[src/gb_oam_dma_pkg.sv]
package gb_oam_dma_pkg;

  // ========================================
  // basic widths
  // ========================================

  // one byte on the data bus
  typedef logic [7:0] byte_t;

  // full 16 bit cpu address
  typedef logic [15:0] addr_t;

  // oam slot, only 0..159 are valid
  typedef logic [7:0] oam_index_t;

  // ========================================
  // memory map
  // ========================================

  // dma source page register
  localparam addr_t dma_reg_addr = 16'hFF46;

  // object attribute memory, FE00..FE9F
  localparam addr_t oam_base = 16'hFE00;
  localparam int oam_size = 160;

  // work ram, C000..DFFF
  localparam addr_t wram_base = 16'hC000;
  localparam int wram_size = 8192;

  // value seen on unmapped or locked reads
  localparam byte_t open_bus = 8'hFF;

  // ========================================
  // dma engine and bus types
  // ========================================

  // four cycles per copied byte
  typedef enum logic [1:0] {
    t1,  // drive source address, read
    t2,  // latch read data, start oam write
    t3,  // write in progress
    t4   // write done, next byte
  } dma_phase_t;

  // request of one bus master, 26 bits
  typedef struct packed {
    addr_t addr;
    byte_t wdata;
    logic  read_en;
    logic  write_en;
  } mem_req_t;

endpackage
[src/gb_mmu.sv]
`timescale 1ns/10ps

module gb_mmu (
  input  logic                       clk,
  input  logic                       reset,
  // cpu master
  input  gb_oam_dma_pkg::mem_req_t   cpu_req,
  output gb_oam_dma_pkg::byte_t      cpu_rdata,
  // dma register access
  output gb_oam_dma_pkg::mem_req_t   reg_req,
  input  gb_oam_dma_pkg::byte_t      reg_rdata,
  // dma master
  input  gb_oam_dma_pkg::mem_req_t   dma_req,
  output gb_oam_dma_pkg::byte_t      dma_rdata,
  input  logic                       dma_active,
  // work ram port
  output logic [12:0]                wram_addr,
  output gb_oam_dma_pkg::byte_t      wram_wdata,
  output logic                       wram_we,
  input  gb_oam_dma_pkg::byte_t      wram_rdata,
  // oam port
  output gb_oam_dma_pkg::oam_index_t oam_addr,
  output gb_oam_dma_pkg::byte_t      oam_wdata,
  output logic                       oam_we,
  input  gb_oam_dma_pkg::byte_t      oam_rdata
);

  // request that owns the memories this cycle
  gb_oam_dma_pkg::mem_req_t mem_req;
  // offsets from each region base
  gb_oam_dma_pkg::addr_t wram_off;
  gb_oam_dma_pkg::addr_t oam_off;
  logic wram_hit;
  logic oam_hit;
  gb_oam_dma_pkg::byte_t mem_rdata;

  // ========================================
  // arbitration
  // ========================================

  // register stays reachable by the cpu, dma or not
  assign reg_req = cpu_req;

  // dma owns the memories while active, cpu is locked out
  assign mem_req = dma_active ? dma_req : cpu_req;

  // ========================================
  // address decode
  // ========================================

  // wraps below base, so one compare per region
  assign wram_off = mem_req.addr - gb_oam_dma_pkg::wram_base;
  assign oam_off = mem_req.addr - gb_oam_dma_pkg::oam_base;
  assign wram_hit = wram_off < gb_oam_dma_pkg::addr_t'(gb_oam_dma_pkg::wram_size);
  assign oam_hit = oam_off < gb_oam_dma_pkg::addr_t'(gb_oam_dma_pkg::oam_size);

  assign wram_addr = wram_off[12:0];
  assign wram_wdata = mem_req.wdata;
  assign wram_we = mem_req.write_en && wram_hit;

  assign oam_addr = oam_off[7:0];
  assign oam_wdata = mem_req.wdata;
  assign oam_we = mem_req.write_en && oam_hit;

  // ========================================
  // read data
  // ========================================

  always_comb begin
    mem_rdata = gb_oam_dma_pkg::open_bus;
    if (mem_req.read_en) begin
      if (wram_hit) begin
        mem_rdata = wram_rdata;
      end else if (oam_hit) begin
        mem_rdata = oam_rdata;
      end
    end
  end

  // unmapped dma source reads as open bus too
  assign dma_rdata = dma_active ? mem_rdata : gb_oam_dma_pkg::open_bus;

  always_comb begin
    cpu_rdata = gb_oam_dma_pkg::open_bus;
    if (cpu_req.addr == gb_oam_dma_pkg::dma_reg_addr) begin
      cpu_rdata = reg_rdata;
    end else if (!dma_active) begin
      cpu_rdata = mem_rdata;
    end
  end

  // engine only writes oam, so no work ram write at all during dma
  assert property (@(posedge clk) disable iff (reset)
    dma_active |-> !wram_we)
    else $error("work ram written during dma");

endmodule

[config.mk]
export PLATFORM = sky130hd
export DESIGN_NAME = gb_mmu
export DESIGN_NICKNAME = d
export VERILOG_FILES = /design/src/gb_oam_dma_pkg.sv /design/src/gb_mmu.sv
export SDC_FILE = /design/constraint.sdc
export NUM_CORES = 1
export LEC_CHECK = 0
export BUFFER_PORTS_ARGS = -buffer_cell sky130_fd_sc_hd__buf_2
export CAP_MARGIN = 10
export CELL_PAD_IN_SITES_DETAIL_PLACEMENT = 1
export CELL_PAD_IN_SITES_GLOBAL_PLACEMENT = 1
export CORE_MARGIN = 2
export CORE_UTILIZATION = 22
export DETAILED_ROUTE_END_ITERATION = 8
export MAX_ROUTING_LAYER = met4
export PLACE_DENSITY_LB_ADDON = 0.1
export SYNTH_ARGS = -nofsm -noshare
export SYNTH_HDL_FRONTEND = slang
export SYNTH_SLANG_ARGS = --single-unit
[constraint.sdc]
create_clock -name vclk -period 5.2
set_input_delay 0.26 -clock vclk [all_inputs]
set_output_delay 0.26 -clock vclk [all_outputs]
set_load 0.01 [all_outputs]
==> results.md <==
- Outcome: finished clean
- RSZ-0062 raised after global routing: no
- CP Class: input port to output pin
- DRT Pass-1 Iters: 2
- Top fanout value on the critical path: 39
- Worst Setup Slack, final: 1.88 ns
- Syn Area/Cell: 7.81 sq um
- CTS Hold Bufs: 0
- Max cap viols: 0
- Antenna viol nets, final: 0
- Hold Path Class: input port to output pin
- Share of cells above drive strength 1: 70.0%
- Warnings, synthesis: 0
- Vias in the first global route: 1547
- Port bufs: 158
- P_leak: 0.878 nW
- # resized after CTS: 0
- DRC Markers: 0
- Crit share post-route: 63.9%
- Inst Count DP: 339
- Post-synthesis cell area: 1210 sq um
- Sw frac: 53.9%
- Crit-path cells: buf_2 -> mux2_2 -> ha_1 -> xor2_1 -> a2111o_1 -> nor4_4 -> a21oi_1 -> buf_2
- Final WL: 4.94 mm
- Final core utilization: 32.2%
- All-Layer GR Usage: 15.3%
- Final Wtd Congestion: 0.803
- Combinational share of power: 100.0%
- Drt wl/cell: 14.6 um
- Initial DRC Count: 28
- CP Data Arrival Time: 3.06 ns
- Core Rows: 27
- HPWL Detailed: 4.28 mm
- Max Fclk: 301 MHz
- Cells after Synth: 155
- Seq cells: 0
- I/O pins: 160
- Worst slew pin tran: 0.808 ns
- Hold Violations, Final: 0
- Post-route insts no fill: 339
- Internal power: 0.0000688 W
- Yosys top cell area share: 26.1%
- Setup TNS: 0 ns
- Register area: 0 sq um
- Clock buffer cells: 0
- Crit path top cell by count: buf_2
- Area Overhead vs Synth: 44.0%
- Fin nets: 349
- Die X: 78.2 um
- Via density per instance: 4.65
- Area occupied by multi-input gates: 857 sq um
- Grt ovf: 0
- Initial Util: 22.4%
- Die H: 78.2 um
- Syn_nets: 235
- Yosys cell types: 34
- Antenna cells: 0
- Count leader, synth: buf_4
- Area contributors post-synth: buf_4, mux2_2, a21oi_1
- Clock network power share: 0%
- Die ar.: 6110 sq um
- Max VDD drop: 0.0000405 V
- Power Dens Cells: 85.7 nW/um^2
- Nature of the critical path endpoint: output pin
- Post-Place Worst Slack: 1.85 ns
- Register share of total power: 0%
- Max incr delay on CP: 0.62 ns
- Min Tclk post-route: 3.32 ns
- Largest net degree at the start of global routing: 40
- Initial antenna violation count: 0
- Max-slew violations: 0
- Worst path slowest cell: buf_2
- Crit start category: input port
- Worst Hold Margin: 0.719 ns
- Placeable Area: 5410 sq um
- Filler cell count: 735
- Total number of vias: 1576
- Post-CTS setup buffer count: 0
- Seq/Total Area, Yosys: 0%
- Yosys top cell by area: buf_4
- Relative slew slack: 46.1%
- First-pass GRT wire length: 7.67 mm
- Commonest cells in the netlist: buf_4, mux2_2, a21oi_1
- Final setup viols: 0
- Net Sw Power: 0.0000805 W
- Worst Path Required: 4.94 ns
==> final timing paths <==
check | start | to | slack (ns) | cells past startpoint
setup / recovery | dma_active | dma_rdata[3] | 1.88 | 8
hold / removal | cpu_req[3] | reg_req[3] | 0.72 | 2
==> metrics by stage <==
step           area [sq um]  total power, W
2_1_floorplan          1210        0.000101
3_3_place_gp           1740        0.000150
3_5_place_dp           1740        0.000151
4_1_cts                1740        0.000151
5_1_grt                1740        0.000164
6_report               1740        0.000149
==> routing by layer <==
layer	GRT usage (%)	routed length [um]	part of all wire [%]	up-vias
met2	29.9	2630	53	65
li1	-	-	-	777
met4	0	0	0	0
met3	1.15	308	6.2	0
met1	18.1	2000	41	734
met5	-	0	0	-
==> layout make-up <==
class / count / area share, %
Inverter: 1 / 0.216
Multi-Input combinational cell: 108 / 49.2
Tap cell: 72 / 5.17
Timing Repair Buffer: 158 / 45.4
==> worst max-delay path: cells and delay by family <==
family	cells	cell delay (ns)
buffers and inverters	2	0.78
AOI/OAI and AO/OA	2	0.59
and+or+nand+nor	1	0.56
muxes	1	0.44
adders and majority gates	1	0.25
xor gates and xnor gates	1	0.17
==> kinds of logic (layout without fill, tap and decap cells) <==
| group | Yosys count | in the layout | share of synthesized area, % |
|---|---|---|---|
| adder cells (fa/ha/maj) | 1 | 1 | 1.03 |
| AO/OA/AOI/OAI | 40 | 40 | 21.6 |
| AND/OR/NAND/NOR | 38 | 38 | 22.4 |
| XOR/XNOR | 3 | 3 | 2.17 |
| buffers and inverters | 47 | 159 | 29.2 |
| multiplexers | 26 | 26 | 23.6 |
==> cell usage in the layout (no fill, tap or decap) <==
master	netlist	routed
a2111o_1	1	1
a2111oi_2	1	1
a211oi_1	8	8
a21boi_1	1	1
a21oi_1	18	18
a311oi_2	1	1
a31oi_1	1	1
and2_1	1	1
and4_1	1	1
buf_2	0	158
ha_1	1	1
inv_1	1	1
mux2_2	20	20
mux2i_1	6	6
nand2_1	5	5
nand2_2	1	1
nand3_1	2	2
nand4_1	4	4
nand4b_1	1	1
nand4b_4	1	1
nor2_1	10	10
nor2b_1	2	2
nor3_4	1	1
nor4_1	3	3
nor4_4	2	2
nor4b_1	1	1
nor4bb_1	1	1
o22ai_1	9	9
or2b_2	1	1
or3b_2	1	1
xor2_1	3	3
==> power by group through the flow <==
stage | Clock, W | Sequential (W) | Combinational [W]
after detailed placement | 0 | 0 | 0.000151
after global routing | 0 | 0 | 0.000164
after global placement | 0 | 0 | 0.000150
final | 0 | 0 | 0.000149
after floorplan | 0 | 0 | 0.000101
after CTS | 0 | 0 | 0.000151
No activity file was read; power rests on OpenSTA's default activity.
