<file path="config.mk">
export PLATFORM = sky130hd
export DESIGN_NAME = gb_oam
export DESIGN_NICKNAME = d
export VERILOG_FILES = /design/src/gb_oam_dma_pkg.sv /design/src/gb_oam.sv
export SDC_FILE = /design/constraint.sdc
export NUM_CORES = 1
export LEC_CHECK = 0
export BUFFER_PORTS_ARGS = -buffer_cell sky130_fd_sc_hd__buf_2
export CAP_MARGIN = 40
export CORE_ASPECT_RATIO = 0.75
export CORE_MARGIN = 2
export CORE_UTILIZATION = 55
export CTS_BUF_LIST = sky130_fd_sc_hd__clkbuf_16
export CTS_CLUSTER_SIZE = 25
export DETAILED_ROUTE_END_ITERATION = 8
export GPL_TIMING_DRIVEN = 0
export PLACE_DENSITY_LB_ADDON = 0.2
export SYNTH_ARGS = -nofsm -noshare
export SYNTH_HDL_FRONTEND = slang
export SYNTH_SLANG_ARGS = --single-unit
</file>
<file path="constraint.sdc">
create_clock -name clk -period 2.8 [get_ports clk]
set_input_delay 0.14 -clock clk [delete_from_list [all_inputs] [get_ports clk]]
set_output_delay 0.14 -clock clk [all_outputs]
set_load 0.05 [all_outputs]
</file>
<file path="src/gb_oam_dma_pkg.sv">
package gb_oam_dma_pkg;

  // ========================================
  // basic widths
  // ========================================

  // one byte on the data bus
  typedef logic [7:0] byte_t;

  // full 16 bit cpu address
  typedef logic [15:0] addr_t;

  // oam slot, only 0..159 are valid
  typedef logic [7:0] oam_index_t;

  // ========================================
  // memory map
  // ========================================

  // dma source page register
  localparam addr_t dma_reg_addr = 16'hFF46;

  // object attribute memory, FE00..FE9F
  localparam addr_t oam_base = 16'hFE00;
  localparam int oam_size = 160;

  // work ram, C000..DFFF
  localparam addr_t wram_base = 16'hC000;
  localparam int wram_size = 8192;

  // value seen on unmapped or locked reads
  localparam byte_t open_bus = 8'hFF;

  // ========================================
  // dma engine and bus types
  // ========================================

  // four cycles per copied byte
  typedef enum logic [1:0] {
    t1,  // drive source address, read
    t2,  // latch read data, start oam write
    t3,  // write in progress
    t4   // write done, next byte
  } dma_phase_t;

  // request of one bus master, 26 bits
  typedef struct packed {
    addr_t addr;
    byte_t wdata;
    logic  read_en;
    logic  write_en;
  } mem_req_t;

endpackage
</file>
<file path="src/gb_oam.sv">
`timescale 1ns/10ps

module gb_oam (
  input  logic                       clk,
  input  gb_oam_dma_pkg::oam_index_t addr,
  input  gb_oam_dma_pkg::byte_t      wdata,
  input  logic                       we,
  output gb_oam_dma_pkg::byte_t      rdata
);

  // 40 sprites x 4 bytes
  gb_oam_dma_pkg::byte_t mem [gb_oam_dma_pkg::oam_size];

  logic in_range;

  // index is 8 bits wide but only 160 slots exist
  assign in_range = addr < gb_oam_dma_pkg::oam_index_t'(gb_oam_dma_pkg::oam_size);

  // ========================================
  // write and read
  // ========================================

  always_ff @(posedge clk) begin
    if (we && in_range) begin
      mem[addr] <= wdata;
    end
  end

  // slots past the end float high
  assign rdata = in_range ? mem[addr] : gb_oam_dma_pkg::open_bus;

endmodule

</file>
==> results of run 1 <==
cells in the final DEF, fill, tap and decap left out, types with 22 or more instances in the layout:
cell type / count
a22o_1: 22
a22oi_1: 44
buf_2: 22
buf_4: 55
buf_6: 51
clkbuf_1: 27
clkbuf_16: 119
clkinv_1: 24
clkinv_2: 22
edfxtp_1: 1280
inv_1: 25
mux2i_1: 86
mux4_2: 302
nand2_1: 49
nor2_1: 65
nor2_2: 90
nor2_4: 23
final cells by class:
type | instances | share of cell area (%)
sequential | 1280 | 67.38
clock buffer | 119 | 5.220
timing repair buffer | 84 | 1.888
buffer | 131 | 1.777
tap | 1212 | 2.658
antenna | 2 | 0.008773
clock inverter | 90 | 1.323
multi-input combinational | 877 | 19.75
worst paths after layout:
kind,from,end,slack (ps),cells after the start
max,addr[3],rdata[7],-540,10
min,wdata[6],mem[14][6],20,1
through the flow:
stage	TNS, ps	instance area (um^2)
floorplan	0	49580
global placement	-1896910	51200
detailed placement	-1489790	52020
CTS	-6682	56580
global route	-3506	57040
finish	-6804	57050
what timing repair did:
action,CTS,global route
gates resized for setup,219,112
hold endpoints to repair,267,0
hold buffers,4,0
pin swaps,21,18
endpoints found under the setup margin,1186,468
power groups by stage:
| stage | Sequential (mW) | Clock [mW] | Combinational, mW |
|---|---|---|---|
| 2_1_floorplan | 21.5 | 0 | 1.08 |
| 3_3_place_gp | 21.6 | 0 | 2.05 |
| 3_5_place_dp | 21.5 | 0 | 2.17 |
| 4_1_cts | 21.1 | 15.9 | 2.31 |
| 5_1_grt | 21.1 | 16.5 | 2.48 |
| 6_report | 21.1 | 15.8 | 2.43 |
metal layers:
layer	share of wire, %	GRT usage (%)	vias to the layer above	routed length, um
met3	15	11.15	314	21200
met5	0.015	0	-	21
met1	39	46.35	13797	54790
met4	3.4	10.63	4	4844
li1	-	-	10022	-
met2	43	41.87	1997	59950
worst max-delay path, cell delays in order:
cell and delay (ps):
buf_4 270, clkbuf_4 360, clkbuf_2 390, buf_8 230, mux4_2 340, mux2i_2 350, o211ai_1 170, a311oi_2 500
o31ai_4 180, buf_6 220
cell families after synthesis:
family / count (synthesis) / share of synthesized area, %
flip-flops: 1280 / 77.55
multiplexers: 404 / 15.79
buffers and inverters: 132 / 1.553
AND/OR/NAND/NOR: 299 / 2.542
AO/OA/AOI/OAI: 174 / 2.565
==> metrics.csv, run 1 <==
metric,value,unit
status,"complete, but fails checks",
failing checks,setup timing,
CTS tree,yes,
Seq cells post-synth,1280,
ys flop type,edfxtp_1,
footprint of the multi-input gates,0.01126,mm^2
layout cells sized above 1,32.35,%
Rows,95,
"Setup violations, final",77,
Slew HR,36.32,%
ys async rst share,0,%
Post-Syn Area,0.04956,mm^2
Final period util,119.2,%
DRT Pass-1 Iters,8,
Post-synth top cells,"1280 x edfxtp_1, 302 x mux4_2, 178 x nor2_1",
Final #Nets,2507,
placer congestion estimate,0.9403,
share of the yosys chip area belonging to registers,77.55,%
die area,0.09256,mm^2
net count after synthesis,2307,
top flop regs,mem x1280,
pre-CTS setup slack,-1853,ps
Area Growth Syn to Fin,15.10,%
max FFs per register,1280,
Gate power share,6.2,%
Die Y,264.0,um
yosys warns,0,
remaining antenna violation count,0,
number of synthesized flops with an enable pin,1280,
P_leak,17.80,nW
initial antenna violation count,3,
htree depth,3,
io pins,26,
Seq. cell area,0.03844,mm^2
Slew @ Worst Pin,951.8,ps
vias in the first global route,25361,
Starting Density,55.45,%
Top reg by flops,mem,
Core Region,0.08939,mm^2
worst ir drop on vdd,0.5710,mV
Mapped Cells,2289,
Num CTS Buffers,115,
"Clk pin slew, worst setup/hold paths",60,ps
Final WS setup,-536.8,ps
Inst Count DP,3576,
DRT Wirelength,140800,um
Power Total,39.35,mW
DR vias/cell,6.886,
DRC,0,
# port buffers,19,
die width,350.6,um
top-area cell type share of the netlist area,77.55,%
Pwr Density,689.8,mW/mm^2
min Tclk post-route,3337,ps
clk sinks,1280,
Hold WS,15.13,ps
Overflow after GRT,0,
clock power share,40.2,%
Final Util,63.82,%
clk root buf,clkbuf_16,
syn_area_per_cell,21.65,um^2
"Req. time, crit path",2660,ps
Slew Limit Fails,0,
Final HPWL DP,93160,um
post-CTS setup buffer count,0,
worst hold-check path type,primary input to flop,
Flop pwr share,53.6,%
internal power,30.83,mW
crit path DAT,3200,ps
CP Launch Type,primary input,
Sw Ratio,21.65,%
post-synth top area cell,edfxtp_1,
"top cells by area, synth","edfxtp_1 78%, mux4_2 14%, mux2i_1 2.0%",
initial DRC count,4852,
routed via count,26134,
Total GRT Usage,30.77,%
CP Capture Type,primary output,
largest net degree at the start of global routing,101,
Non-Filler Instances,3795,
post-synth cell types,43,
Setup Crit Path Kind,primary input to primary output,
most common cell in the synthesized netlist,edfxtp_1,
Max Fclk,299.7,MHz
clock buffer depth,3,
net switching power,8.521,mW
RSZ-0062 raised after global routing,true,
first-pass GRT wire length,194500,um
Critical Path Fanout Max,10,
"Hold Vio Cnt, Final",0,
DR WL/cell,37.10,um
fill count,5938,
max cap viols,0,
Note: power is estimated with default switching activity, not from simulation.
==> run 2, diff against run 1 <==
--- a/config.mk
+++ b/config.mk
@@ -7,7 +7,6 @@
 export LEC_CHECK = 0
 export BUFFER_PORTS_ARGS = -buffer_cell sky130_fd_sc_hd__buf_2
 export CAP_MARGIN = 40
-export CORE_ASPECT_RATIO = 0.75
 export CORE_MARGIN = 2
 export CORE_UTILIZATION = 55
 export CTS_BUF_LIST = sky130_fd_sc_hd__clkbuf_16
==> metrics.csv, run 2 (synthesis results as in run 1) <==
metric,value,unit,change
RSZ-0062 raised after global routing,true,,
Hold EP,mem[8][2],,
"Slowest-stage cell, CP",mux4_2,,
crit path DAT,3180,ps,-20 ps
max FFs per register,1280,,unchanged
io pins,26,,unchanged
largest net degree at the start of global routing,109,,+7.9%
clk sinks,1280,,unchanged
Top delay family on crit path,multiplexers,,
"Hold Vio Cnt, Final",0,,unchanged
Total GRT Usage,30.74,%,about the same
most frequent CP cell,mux4_2,,
Final period util,118.6,%,-0.62 points
clk root buf,clkbuf_16,,
Flop pwr share,51.1,%,-2.5 points
initial DRC count,3510,,-28%
# port buffers,19,,unchanged
Sw Ratio,21.67,%,about the same
net switching power,8.956,mW,+5.1%
Setup Crit Path Kind,flop to primary output,,
Area Growth Syn to Fin,16.13,%,
Final Util,64.24,%,+0.42 points
Final WS setup,-519.5,ps,+17.36 ps
vias in the first global route,25560,,+0.78%
CP max stage delay,520,ps,+20 ps
CP Launch Type,flop,,
clock buffer depth,3,,unchanged
Slew @ Worst Pin,933.5,ps,-18.20 ps
worst ir drop on vdd,0.9337,mV,+64%
first-pass GRT wire length,195300,um,+0.38%
min Tclk post-route,3319,ps,-17.36 ps
P_leak,18.07,nW,+1.5%
DRT Pass-1 Iters,6,,-2
DR vias/cell,6.790,,-1.4%
Final #Nets,2523,,+0.64%
die area,0.09253,mm^2,about the same
Starting Density,55.32,%,-0.13 points
die width,304.2,um,-13%
Max Fclk,301.3,MHz,+0.52%
placer congestion estimate,0.9956,,+5.9%
top flop regs,mem x1280,,
remaining antenna violation count,0,,unchanged
"Req. time, crit path",2660,ps,about the same
DR WL/cell,37.05,um,-0.14%
"Setup violations, final",47,,-39%
"commonest non-fill, non-tap cell in the layout",edfxtp_1,,
initial antenna violation count,8,,+5
Rows,110,,+16%
CTS tree,yes,,
DRT Wirelength,140200,um,-0.43%
CP Capture Type,primary output,,
worst path cell trace,mux4_2 -> mux4_2 -> nor2_2 -> a21oi_1 -> a311oi_2 -> o31ai_4 -> buf_6,,
"commonest non-fill, non-tap cells in the layout","1280 x edfxtp_1, 302 x mux4_2, 135 x clkbuf_16, 99 x nor2_2, 80 x mux2i_1",,
Top reg by flops,mem,,
footprint of the multi-input gates,0.01129,mm^2,+0.20%
Core Region,0.08960,mm^2,+0.24%
routed via count,25694,,-1.7%
layout cells sized above 1,33.74,%,+1.4 points
Num CTS Buffers,130,,+13%
Hold Startpoint,wdata[2],,
clock power share,43.1,%,+2.9 points
status,"complete, but fails checks",,
Slew Limit Fails,0,,unchanged
DRC,0,,unchanged
max cap viols,0,,unchanged
setup tns final,-4565,ps,+2240 ps
worst hold-check path type,primary input to flop,,
fill count,5816,,-2.1%
htree depth,4,,+1
Critical Path Fanout Max,1,,-9
Final HPWL DP,93180,um,about the same
Die Y,304.2,um,+15%
post-CTS setup buffer count,0,,unchanged
Seq. cell area,0.03844,mm^2,unchanged
Pwr Density,717.9,mW/mm^2,+4.1%
Gate power share,5.9,%,-0.3 points
Overflow after GRT,0,,unchanged
Critical path buffers and inverters,1,,-4
internal power,32.37,mW,+5.0%
failing checks,setup timing,,
Slew HR,37.76,%,+1.4 points
"Clk pin slew, worst setup/hold paths",60,ps,about the same
Worst Hold Depth,1,,unchanged
[run 2: metal layers]
layer	share of wire [%]	track usage [%]	vias up	wire length (um)
li1	-	-	10062	-
met1	37	42.01	13555	51310
met2	46	46.29	1704	64610
met3	12	8.831	363	16910
met4	5.2	14.59	10	7291
met5	0.060	0	-	84
[run 2: how the worst max path moves through the flow]
stage	start	to	slack (ps)	depth (start not counted)
3_3_place_gp	addr[3]	mem[107][5]	-1670	6
3_5_place_dp	addr[2]	mem[131][3]	-1490	7
2_1_floorplan	addr[0]	rdata[1]	50	10
5_1_grt	mem[107][7]	rdata[7]	-550	7
6_report	mem[123][7]	rdata[7]	-520	7
4_1_cts	mem[8][7]	rdata[7]	-500	7
[run 2: cell type report]
| type | count | share of cell area [%] |
|---|---|---|
| plain buffers | 132 | 1.769 |
| repair buffers | 84 | 1.702 |
| clock buffers | 135 | 5.869 |
| diodes | 3 | 0.01304 |
| well taps | 1176 | 2.556 |
| multi-input cells | 877 | 19.61 |
| clock inverters | 97 | 1.704 |
| flip-flops and latches | 1280 | 66.78 |
[run 2: power by group through the flow]
stage	logic [mW]	clock network (mW)	registers [mW]
floorplan	1.08	0	21.5
global placement	2.06	0	21.6
detailed placement	2.16	0	21.5
CTS	2.32	17.9	21.1
global route	2.47	18.6	21.1
finish	2.42	17.8	21.1
[run 2: stage by stage]
step	worst slack, ps	instance area [um^2]	total power, mW	instances	hold WS [ps]
after floorplan	45.33	49580	22.60	2289	238.9
after global placement	-1669	51150	23.62	3484	1122
after detailed placement	-1488	51880	23.67	3538	588.6
after CTS	-504.2	57110	41.29	3776	29.02
after global routing	-550.9	57560	42.18	3782	67.05
final	-519.5	57560	41.33	3784	14.68
[run 2: repair_timing]
| action | CTS | global route |
|---|---|---|
| endpoints found under the setup margin | 1204 | 482 |
| pin swaps | 15 | 19 |
| hold endpoints to repair | 370 | 0 |
| gates resized for setup | 221 | 115 |
| hold buffers | 6 | 0 |
