## config.mk

```make
export PLATFORM = sky130hd
export DESIGN_NAME = gb_oam_dma
export DESIGN_NICKNAME = d
export VERILOG_FILES = /design/src/gb_oam_dma_pkg.sv /design/src/gb_oam_dma.sv
export SDC_FILE = /design/constraint.sdc
export NUM_CORES = 1
export LEC_CHECK = 0
export ABC_AREA = 0
export ABC_CLOCK_PERIOD_IN_PS = 2100
export BUFFER_PORTS_ARGS = -buffer_cell sky130_fd_sc_hd__buf_4
export CAP_MARGIN = 10
export CORE_MARGIN = 5
export CORE_UTILIZATION = 44
export DETAILED_ROUTE_END_ITERATION = 8
export PLACE_DENSITY_LB_ADDON = 0.15
export SYNTH_ARGS = -nofsm -noshare
export SYNTH_HDL_FRONTEND = slang
export SYNTH_SLANG_ARGS = --single-unit
```

## constraint.sdc

```tcl
create_clock -name clk -period 2.1 [get_ports clk]
set_input_delay 0.42 -clock clk [delete_from_list [all_inputs] [get_ports clk]]
set_output_delay 0.42 -clock clk [all_outputs]
set_load 0.01 [all_outputs]
```

## src/gb_oam_dma_pkg.sv

```systemverilog
package gb_oam_dma_pkg;

  // ========================================
  // basic widths
  // ========================================

  // one byte on the data bus
  typedef logic [7:0] byte_t;

  // full 16 bit cpu address
  typedef logic [15:0] addr_t;

  // oam slot, only 0..159 are valid
  typedef logic [7:0] oam_index_t;

  // ========================================
  // memory map
  // ========================================

  // dma source page register
  localparam addr_t dma_reg_addr = 16'hFF46;

  // object attribute memory, FE00..FE9F
  localparam addr_t oam_base = 16'hFE00;
  localparam int oam_size = 160;

  // work ram, C000..DFFF
  localparam addr_t wram_base = 16'hC000;
  localparam int wram_size = 8192;

  // value seen on unmapped or locked reads
  localparam byte_t open_bus = 8'hFF;

  // ========================================
  // dma engine and bus types
  // ========================================

  // four cycles per copied byte
  typedef enum logic [1:0] {
    t1,  // drive source address, read
    t2,  // latch read data, start oam write
    t3,  // write in progress
    t4   // write done, next byte
  } dma_phase_t;

  // request of one bus master, 26 bits
  typedef struct packed {
    addr_t addr;
    byte_t wdata;
    logic  read_en;
    logic  write_en;
  } mem_req_t;

endpackage
```

## src/gb_oam_dma.sv

```systemverilog
`timescale 1ns/10ps

module gb_oam_dma (
  input  logic                     clk,
  input  logic                     reset,
  // cpu side, register access
  input  gb_oam_dma_pkg::mem_req_t reg_req,
  output gb_oam_dma_pkg::byte_t    reg_rdata,
  // memory side, bus master while active
  output gb_oam_dma_pkg::mem_req_t dma_req,
  input  gb_oam_dma_pkg::byte_t    dma_rdata,
  output logic                     dma_active
);

  // source page, high byte of every read address
  gb_oam_dma_pkg::byte_t dma_page;
  // byte being copied
  gb_oam_dma_pkg::oam_index_t dma_index;
  gb_oam_dma_pkg::dma_phase_t phase;

  // registered bus strobes
  logic req_read_en;
  logic req_write_en;
  // registered bus payload
  gb_oam_dma_pkg::addr_t req_addr;
  gb_oam_dma_pkg::byte_t req_wdata;

  logic reg_selected;
  logic reg_write;
  logic last_byte;
  gb_oam_dma_pkg::addr_t read_addr;
  gb_oam_dma_pkg::addr_t write_addr;

  // ========================================
  // decode and addressing
  // ========================================

  assign reg_selected = reg_req.addr == gb_oam_dma_pkg::dma_reg_addr;
  assign reg_write = reg_selected && reg_req.write_en;

  // source xx00+i, destination FE00+i
  assign read_addr = {dma_page, dma_index};
  assign write_addr = {gb_oam_dma_pkg::oam_base[15:8], dma_index};

  assign last_byte = dma_index == gb_oam_dma_pkg::oam_index_t'(gb_oam_dma_pkg::oam_size - 1);

  // ========================================
  // control
  // ========================================

  always_ff @(posedge clk or posedge reset) begin
    if (reset) begin
      dma_page <= '0;
      dma_index <= '0;
      dma_active <= 1'b0;
      phase <= gb_oam_dma_pkg::t1;
      req_read_en <= 1'b0;
      req_write_en <= 1'b0;
    end else if (reg_write) begin
      // start, or restart from byte 0 when already running
      dma_page <= reg_req.wdata;
      dma_index <= '0;
      dma_active <= 1'b1;
      phase <= gb_oam_dma_pkg::t1;
      req_read_en <= 1'b0;
      req_write_en <= 1'b0;
    end else if (dma_active) begin
      unique case (phase)
        gb_oam_dma_pkg::t1: begin
          // source address goes out with read strobe
          req_read_en <= 1'b1;
          phase <= gb_oam_dma_pkg::t2;
        end
        gb_oam_dma_pkg::t2: begin
          // read data valid now, switch over to the oam write
          req_read_en <= 1'b0;
          req_write_en <= 1'b1;
          phase <= gb_oam_dma_pkg::t3;
        end
        gb_oam_dma_pkg::t3: begin
          phase <= gb_oam_dma_pkg::t4;
        end
        gb_oam_dma_pkg::t4: begin
          req_write_en <= 1'b0;
          phase <= gb_oam_dma_pkg::t1;
          if (last_byte) begin
            // byte 159 written, hand the bus back
            dma_active <= 1'b0;
            dma_index <= '0;
          end else begin
            dma_index <= dma_index + 8'd1;
          end
        end
      endcase
    end
  end

  // address and write data follow the phase
  always_ff @(posedge clk) begin
    if (dma_active && !reg_write) begin
      if (phase == gb_oam_dma_pkg::t1) begin
        req_addr <= read_addr;
      end else if (phase == gb_oam_dma_pkg::t2) begin
        req_addr <= write_addr;
        req_wdata <= dma_rdata;
      end
    end
  end

  assign dma_req = '{
    addr: req_addr,
    wdata: req_wdata,
    read_en: req_read_en,
    write_en: req_write_en
  };

  // register readback, open bus otherwise
  assign reg_rdata = (reg_selected && reg_req.read_en) ? dma_page : gb_oam_dma_pkg::open_bus;

  // ========================================
  // checks
  // ========================================

  // one transfer direction per cycle
  assert property (@(posedge clk) disable iff (reset)
    !(dma_req.read_en && dma_req.write_en))
    else $error("dma read and write strobes high together");

  // index stays inside oam across the whole transfer
  assert property (@(posedge clk) disable iff (reset)
    dma_index < gb_oam_dma_pkg::oam_index_t'(gb_oam_dma_pkg::oam_size))
    else $error("dma index out of oam range");

endmodule

```

==> results.json, run 1 <==
{
  "worstPathRequired_ns": 1.68,
  "cts_tree": "yes",
  "synth.area.mux_share_pct": 6.16,
  "final-seq-area_mm2": 0.00125,
  "rsz0062_at_grt": "yes",
  "antennaDiodeCount": 0,
  "fin_nets": 260,
  "synth-main-ff-cell": "edfxtp_1",
  "synth_edf_count": 24,
  "grt_overflow": 0,
  "first_global_vias": 1352,
  "ant_nets": 0,
  "die_h_um": 76.2,
  "finalSetupViolations": 0,
  "drive_above_1_share_pct": 47.3,
  "r2r_end": "req_addr[12]",
  "dieArea_mm2": 0.00581,
  "worstMarginPinSlew_ns": 0.627,
  "netlist_top_cells_area": "edfxtp_1 (37%), dfrtp_1 (27%), mux2_4 (3.9%), ha_1 (3.2%), nand2b_1 (2.6%)",
  "grt_use_total_pct": 13.4,
  "antenna_found_initial": 0,
  "worst_path_largest_cell_delay_ns": 0.34,
  "peakVddDrop_v": 0.000614,
  "yosysWarnings": 0,
  "synth_compound_area_share_pct": 3.89,
  "instances_no_fill": 272,
  "yosys.area.top_type": "edfxtp_1",
  "crit_path_max_fanout": 8,
  "nFillCells": 345,
  "synthAdderAreaFrac_pct": 3.24,
  "fin_util_pct": 61.5,
  "cts_buffer_depth": 2,
  "dr.pass1.iters": 4,
  "yosysTopAreaCellShare_pct": 37.4,
  "routedWlPerCell_um": 14.8,
  "ios": 71,
  "dp_cells": 264,
  "htreeDepth": 2,
  "cts-root-buf": "clkbuf_8",
  "use_met1_pct": 15.1,
  "setup.worst_path.start_class": "primary input",
  "groute.layer.met2.usage_pct": 23.7,
  "status": "complete, no violations",
  "fmax_ghz": 0.476,
  "netlist_area_mm2": 0.00193,
  "synth.top_cells.by_count": "edfxtp_1 (24), dfrtp_1 (21), nor2_1 (10), nand2b_1 (8), or2_2 (8)",
  "synth.most_common_cell": "edfxtp_1",
  "clkTransAtPathRegs_ns": 0.08,
  "timing_worst_setup_path_type": "in -> out",
  "slew_headroom_pct": 57.9,
  "final.setup_skew_ns": 0.00497,
  "cp.arrival_ns": 1.68,
  "period_share_pct": 100,
  "clk_latency_ns": 0.29,
  "place.detailed.hpwl_um": 3070,
  "crit_path_top_delay_cell": "nor4_4",
  "syn_nets": 184,
  "io_buffers": 70,
  "async_flop_share_pct": 46.7,
  "synthSimpleGateAreaFrac_pct": 16.9,
  "totalWireLength_um": 4020,
  "period_minus_slack_ns": 2.10,
  "netlist_instances": 143,
  "drc_errors": 0,
  "synth_top_family_by_area": "simple AND/OR/NAND/NOR gates",
  "multi_input_area_um2": 637,
  "grt_max_degree": 22,
  "grt_util_met3_pct": 4.85,
  "hold_viol_final": 0,
  "synth_seq_cells": 45,
  "grt_pass1_wl_um": 6290,
  "die_x_um": 76.2,
  "max_cap_violations": 0,
  "vias_per_cell": 5.02,
  "synthDistinctLibCells": 33,
  "crit_family": "simple AND/OR/NAND/NOR gates",
  "postCtsHoldBufs": 0,
  "power.density_mw_per_mm2": 1170,
  "drtIter0Drc": 55,
  "p_leak_nw": 1.17,
  "endpoint_kind": "output port",
  "core_area_mm2": 0.00429,
  "regToRegStartpoint": "phase[1]",
  "cts_setup_buffers": 0,
  "drv_slew": 0,
  "synth_xor_area_share_pct": 1.36,
  "clock-sinks": 45,
  "r2r_slack_ns": 0.27,
  "vias": 1365,
  "rows": 24,
  "start_util_pct": 44.9,
  "place_congestion": 0.764,
  "synth-seq-area-share_pct": 64.6,
  "path_buf_inv": 2,
  "synth_area_per_cell_um2": 13.5,
  "top_usage_layer": "met2",
  "reg2regPathDepth": 5,
  "area_delta_synth_final_pct": 37.1,
  "hold_path.class": "in -> async",
  "cts_buffers": 5,
  "path_cells": "buf_6 > nand4b_1 > nor4_4 > nand2_2 > or2_2 > buf_4"
}
## sequential cells by signal (all words and copies together) (netlist names)
| register | count |
|---|---|
| dma_active | 1 |
| dma_index | 8 |
| dma_page | 8 |
| phase | 2 |
| req_addr | 16 |
| req_read_en | 1 |
| req_wdata | 8 |
| req_write_en | 1 |
## repair_timing
action,CTS,global route
pin swaps,0,3
setup endpoints to repair,6,32
gates resized for setup,1,7
## where the power goes
group          total [W]  internal (W)  switching [W]
Sequential       0.00148       0.00133       0.000156
Clock           0.000567      0.000297       0.000270
Combinational    0.00103      0.000480       0.000552
## how the worst max path moves through the flow
| stage | from | end | cells after the start |
|---|---|---|---|
| after CTS | reg_req[17] | reg_rdata[1] | 6 |
| after floorplan | reg_req[15] | req_wdata[0] | 6 |
| final | reg_req[10] | reg_rdata[1] | 6 |
| after global placement | reg_req[17] | reg_rdata[1] | 6 |
| after global routing | reg_req[10] | reg_rdata[6] | 6 |
| after detailed placement | reg_req[11] | req_wdata[6] | 5 |
## final cells by class
cell class,instances,share of cell area [%]
Clock buffer,7,3.65
Timing Repair Buffer,76,21.9
Tap cell,52,2.46
Sequential cell,45,47.2
Inverter,4,0.568
Clock inverter,1,0.189
Multi-Input combinational cell,87,24.1
## through the flow
step	setup TNS [ns]	total power (W)	area (µm²)	setup slack (ns)	hold WS [ns]
6_report	0	0.00308	2640	0.000622	0.161
5_1_grt	-0.459	0.00329	2640	-0.0749	0.179
4_1_cts	0	0.00312	2610	0.0328	0.159
3_5_place_dp	-1.62	0.00255	2510	-0.101	0.480
3_3_place_gp	-0.0265	0.00250	2510	-0.0112	0.472
2_1_floorplan	0	0.00203	1930	0.0379	0.397
## cell families (layout without fill, tap and decap cells)
kind of cell,count (synthesis),in the layout
XOR/XNOR,3,3
AND/OR/NAND/NOR,57,57
flip-flops,45,45
adder cells (fa/ha/maj),5,5
AO/OA/AOI/OAI,13,13
multiplexers,9,9
buffers and inverters,11,88
## layout by cell type (no fill, tap or decap), types with 3 or more instances in the layout
cell,count
a21oi_1,5
and2_1,3
buf_4,74
clkbuf_8,7
dfrtp_1,21
edfxtp_1,24
ha_1,5
inv_1,4
mux2_2,3
mux2_4,5
nand2_1,6
nand2b_1,8
nand3_1,7
nand4b_1,3
nor2_1,9
o21ai_0,4
or2_2,6
## layer usage
metal  part of all wire [%]  vias up
met3                    9.0        4
met2                     53       58
li1                       -      662
met1                     37      641
met4                   0.75        0
met5                      0        -
## worst reg2reg max path, cell delays in order, from the launching register on
cell and delay (ns):
dfrtp_1 0.42, inv_1 0.10, ha_1 0.22, buf_4 0.17, o21ai_0 0.15, nor2_4 0.42
(Power assumes the default switching activity.)
==> run 2, diff against run 1 <==
--- a/config.mk
+++ b/config.mk
@@ -5,12 +5,12 @@
 export SDC_FILE = /design/constraint.sdc
 export NUM_CORES = 1
 export LEC_CHECK = 0
-export ABC_AREA = 0
+export ABC_AREA = 1
 export ABC_CLOCK_PERIOD_IN_PS = 2100
 export BUFFER_PORTS_ARGS = -buffer_cell sky130_fd_sc_hd__buf_4
 export CAP_MARGIN = 10
 export CORE_MARGIN = 5
-export CORE_UTILIZATION = 44
+export CORE_UTILIZATION = 45
 export DETAILED_ROUTE_END_ITERATION = 8
 export PLACE_DENSITY_LB_ADDON = 0.15
 export SYNTH_ARGS = -nofsm -noshare
==> run 2 against run 1 <==
Net effect: first-iteration DRC count rose by 53%; sequential cell count did not move; hold slack got worse by 0.0015 ns; final area rose by 7.1%; count of clock-buffer cells in the layout fell by 2; critical endpoint is now reg_rdata[0]; synthesized cell count rose by 48%; clock skew rose by 0.0035 ns.
==> results.json, run 2 <==
{
  "clock-sinks": 45,
  "regToRegStartpoint": "phase[1]",
  "postCtsHoldBufs": 0,
  "clkTransAtPathRegs_ns": 0.08,
  "critPathLaunch": "reg_req[15]",
  "yosysTopAreaCellShare_pct": 33.6,
  "cts_tree": "yes",
  "synthAdderAreaFrac_pct": 2.92,
  "antennaDiodeCount": 0,
  "syn_nets": 252,
  "synth_edf_count": 24,
  "async_flop_share_pct": 46.7,
  "die_h_um": 79.1,
  "cp.arrival_ns": 1.50,
  "period_share_pct": 91.4,
  "synth_top_family_by_area": "simple AND/OR/NAND/NOR gates",
  "synth_xor_area_share_pct": 0.816,
  "ant_nets": 0,
  "synth-main-ff-cell": "edfxtp_1",
  "totalWireLength_um": 4270,
  "routedWlPerCell_um": 12.5,
  "mostFrequentLayoutCells": "buf_4 (75), nand2_1 (44), inv_1 (31), edfxtp_1 (24), dfrtp_1 (21)",
  "htreeDepth": 2,
  "setup_ws_ns": 0.181,
  "start_util_pct": 46.0,
  "synth_area_per_cell_um2": 10.2,
  "synthDistinctLibCells": 30,
  "drive_above_1_share_pct": 39.6,
  "ios": 71,
  "synthSimpleGateAreaFrac_pct": 23.8,
  "synth.most_common_cell": "nand2_1",
  "hold_viol_final": 0,
  "grt_use_total_pct": 15.0,
  "die_x_um": 79.1,
  "regMostFlops": "req_addr",
  "yosysWarnings": 0,
  "synth.top_cells.by_count": "nand2_1 (44), inv_1 (31), edfxtp_1 (24), dfrtp_1 (21), nand3_1 (19)",
  "fmax_ghz": 0.521,
  "dieArea_mm2": 0.00625,
  "post-place-ws_ns": 0.166,
  "rows": 25,
  "timing_worst_setup_path_type": "in -> out",
  "yosys.area.top_type": "edfxtp_1",
  "cts-root-buf": "clkbuf_8",
  "place_congestion": 0.814,
  "slew_headroom_pct": 54.9,
  "netlist_top_cells_area": "edfxtp_1 (34%), dfrtp_1 (24%), nand2_1 (7.7%), inv_1 (5.4%), nand3_1 (4.4%)",
  "netlist_area_mm2": 0.00215,
  "reg2regPathDepth": 4,
  "dr.pass1.iters": 4,
  "cts_resized": 0,
  "synth_compound_area_share_pct": 5.60,
  "largest_reg_flops": 16,
  "worstMarginPinSlew_ns": 0.674,
  "first_global_vias": 1632,
  "drv_slew": 0,
  "peakVddDrop_v": 0.000470,
  "r2r_slack_ns": 0.38,
  "fin_util_pct": 60.8,
  "cts_buffer_depth": 2,
  "antenna_found_initial": 0,
  "endpoint_kind": "output port",
  "layout_commonest_cell": "buf_4",
  "grt_max_degree": 22,
  "grt_pass1_wl_um": 7300,
  "r2r_end": "req_wdata[6]",
  "clk_latency_ns": 0.29,
  "final.setup_skew_ns": 0.00849,
  "fin_nets": 328,
  "synth_seq_cells": 45,
  "vias_per_cell": 4.78,
  "place.detailed.hpwl_um": 3310,
  "worstPathRequired_ns": 1.68,
  "grt_overflow": 0,
  "cts_setup_buffers": 0,
  "crit_path_max_fanout": 8,
  "setup.worst_path.start_class": "primary input",
  "dpl_cell_area_mm2": 0.00272,
  "area_delta_synth_final_pct": 32.0,
  "p_leak_nw": 1.29,
  "io_buffers": 70,
  "whs_ns": 0.160,
  "tns_ns": 0,
  "synth-seq-area-share_pct": 58.1,
  "vias": 1635,
  "rsz0062_at_grt": "no",
  "drtIter0Drc": 84,
  "power.density_mw_per_mm2": 1050,
  "synth.area.mux_share_pct": 0,
  "status": "complete, no violations",
  "cp-endpoint": "reg_rdata[0]",
  "period_minus_slack_ns": 1.92,
  "stdcell_area_mm2": 0.00283,
  "cts_buffers": 5,
  "nFillCells": 401,
  "finalSetupViolations": 0,
  "drc_errors": 0,
  "netlist_instances": 211,
  "core_area_mm2": 0.00466,
  "hold_path.class": "in -> async",
  "max_cap_violations": 0
}
## run 2: changes by cell type in the layout (fill, tap and decap cells not counted), sizes merged, moves of 3 or more
cell and change:
nand3 +13, nand4 +3, mux2 -8, nor2 +7, nand2 +50, nand4b -3, inv +29, or2 -8
nand2b -8, o21ai +8
## run 2: layout make-up
cell class | instances | area (µm²) | area share [%]
clock buffer | 5 | 68.8 | 2.43
sequential | 45 | 1250 | 44.0
inverter | 34 | 133 | 4.68
clock inverter | 3 | 41.3 | 1.46
tap | 54 | 67.6 | 2.39
multi-input combinational | 126 | 712 | 25.1
timing repair buffer | 75 | 563 | 19.9
## run 2: metrics by stage
stage | instances | total power, W
after floorplan | 211 | 0.00195
after global placement | 334 | 0.00236
after detailed placement | 334 | 0.00238
after CTS | 342 | 0.00302
after global routing | 342 | 0.00320
final | 342 | 0.00298
## run 2: worst max-delay path, cell delays in order
cell	delay [ns]
buf_4	0.11
nor2_1	0.13
and2_4	0.17
nand3_1	0.08
nor2_2	0.31
nand2_1	0.11
buf_4	0.16
## run 2: metal layers
metal  GRT usage, %  routed length (µm)  vias up
li1               -                   -      831
met1           18.5                1860      742
met2           25.3                2010       55
met3           3.85                 321        7
met4           5.67                  74        0
met5              0                   0        -
## run 2: worst min-delay path by stage
stage	end	startpoint	cells after the start	slack (ns)
6_report	dma_page[2]	reset	3	0.16
5_1_grt	dma_page[2]	reset	3	0.19
4_1_cts	dma_page[2]	reset	3	0.17
3_5_place_dp	req_addr[6]	dma_index[6]	0	0.49
3_3_place_gp	dma_page[2]	reset	3	0.49
2_1_floorplan	dma_active	reset	1	0.40
## run 2: cell families after synthesis
logic type,Yosys count
adders and majority gates,5
xor gates and xnor gates,2
AOI/OAI and AO/OA,17
DFF,45
and+or+nand+nor,102
buffers and inverters,40
## run 2: power breakdown
part / internal [W] / total, W / switching, W / leakage [nW]
combinational: 0.000419 / 0.000971 / 0.000552 / 0.808
clock: 0.000350 / 0.000637 / 0.000286 / 0.0518
sequential: 0.00124 / 0.00137 / 0.000130 / 0.434
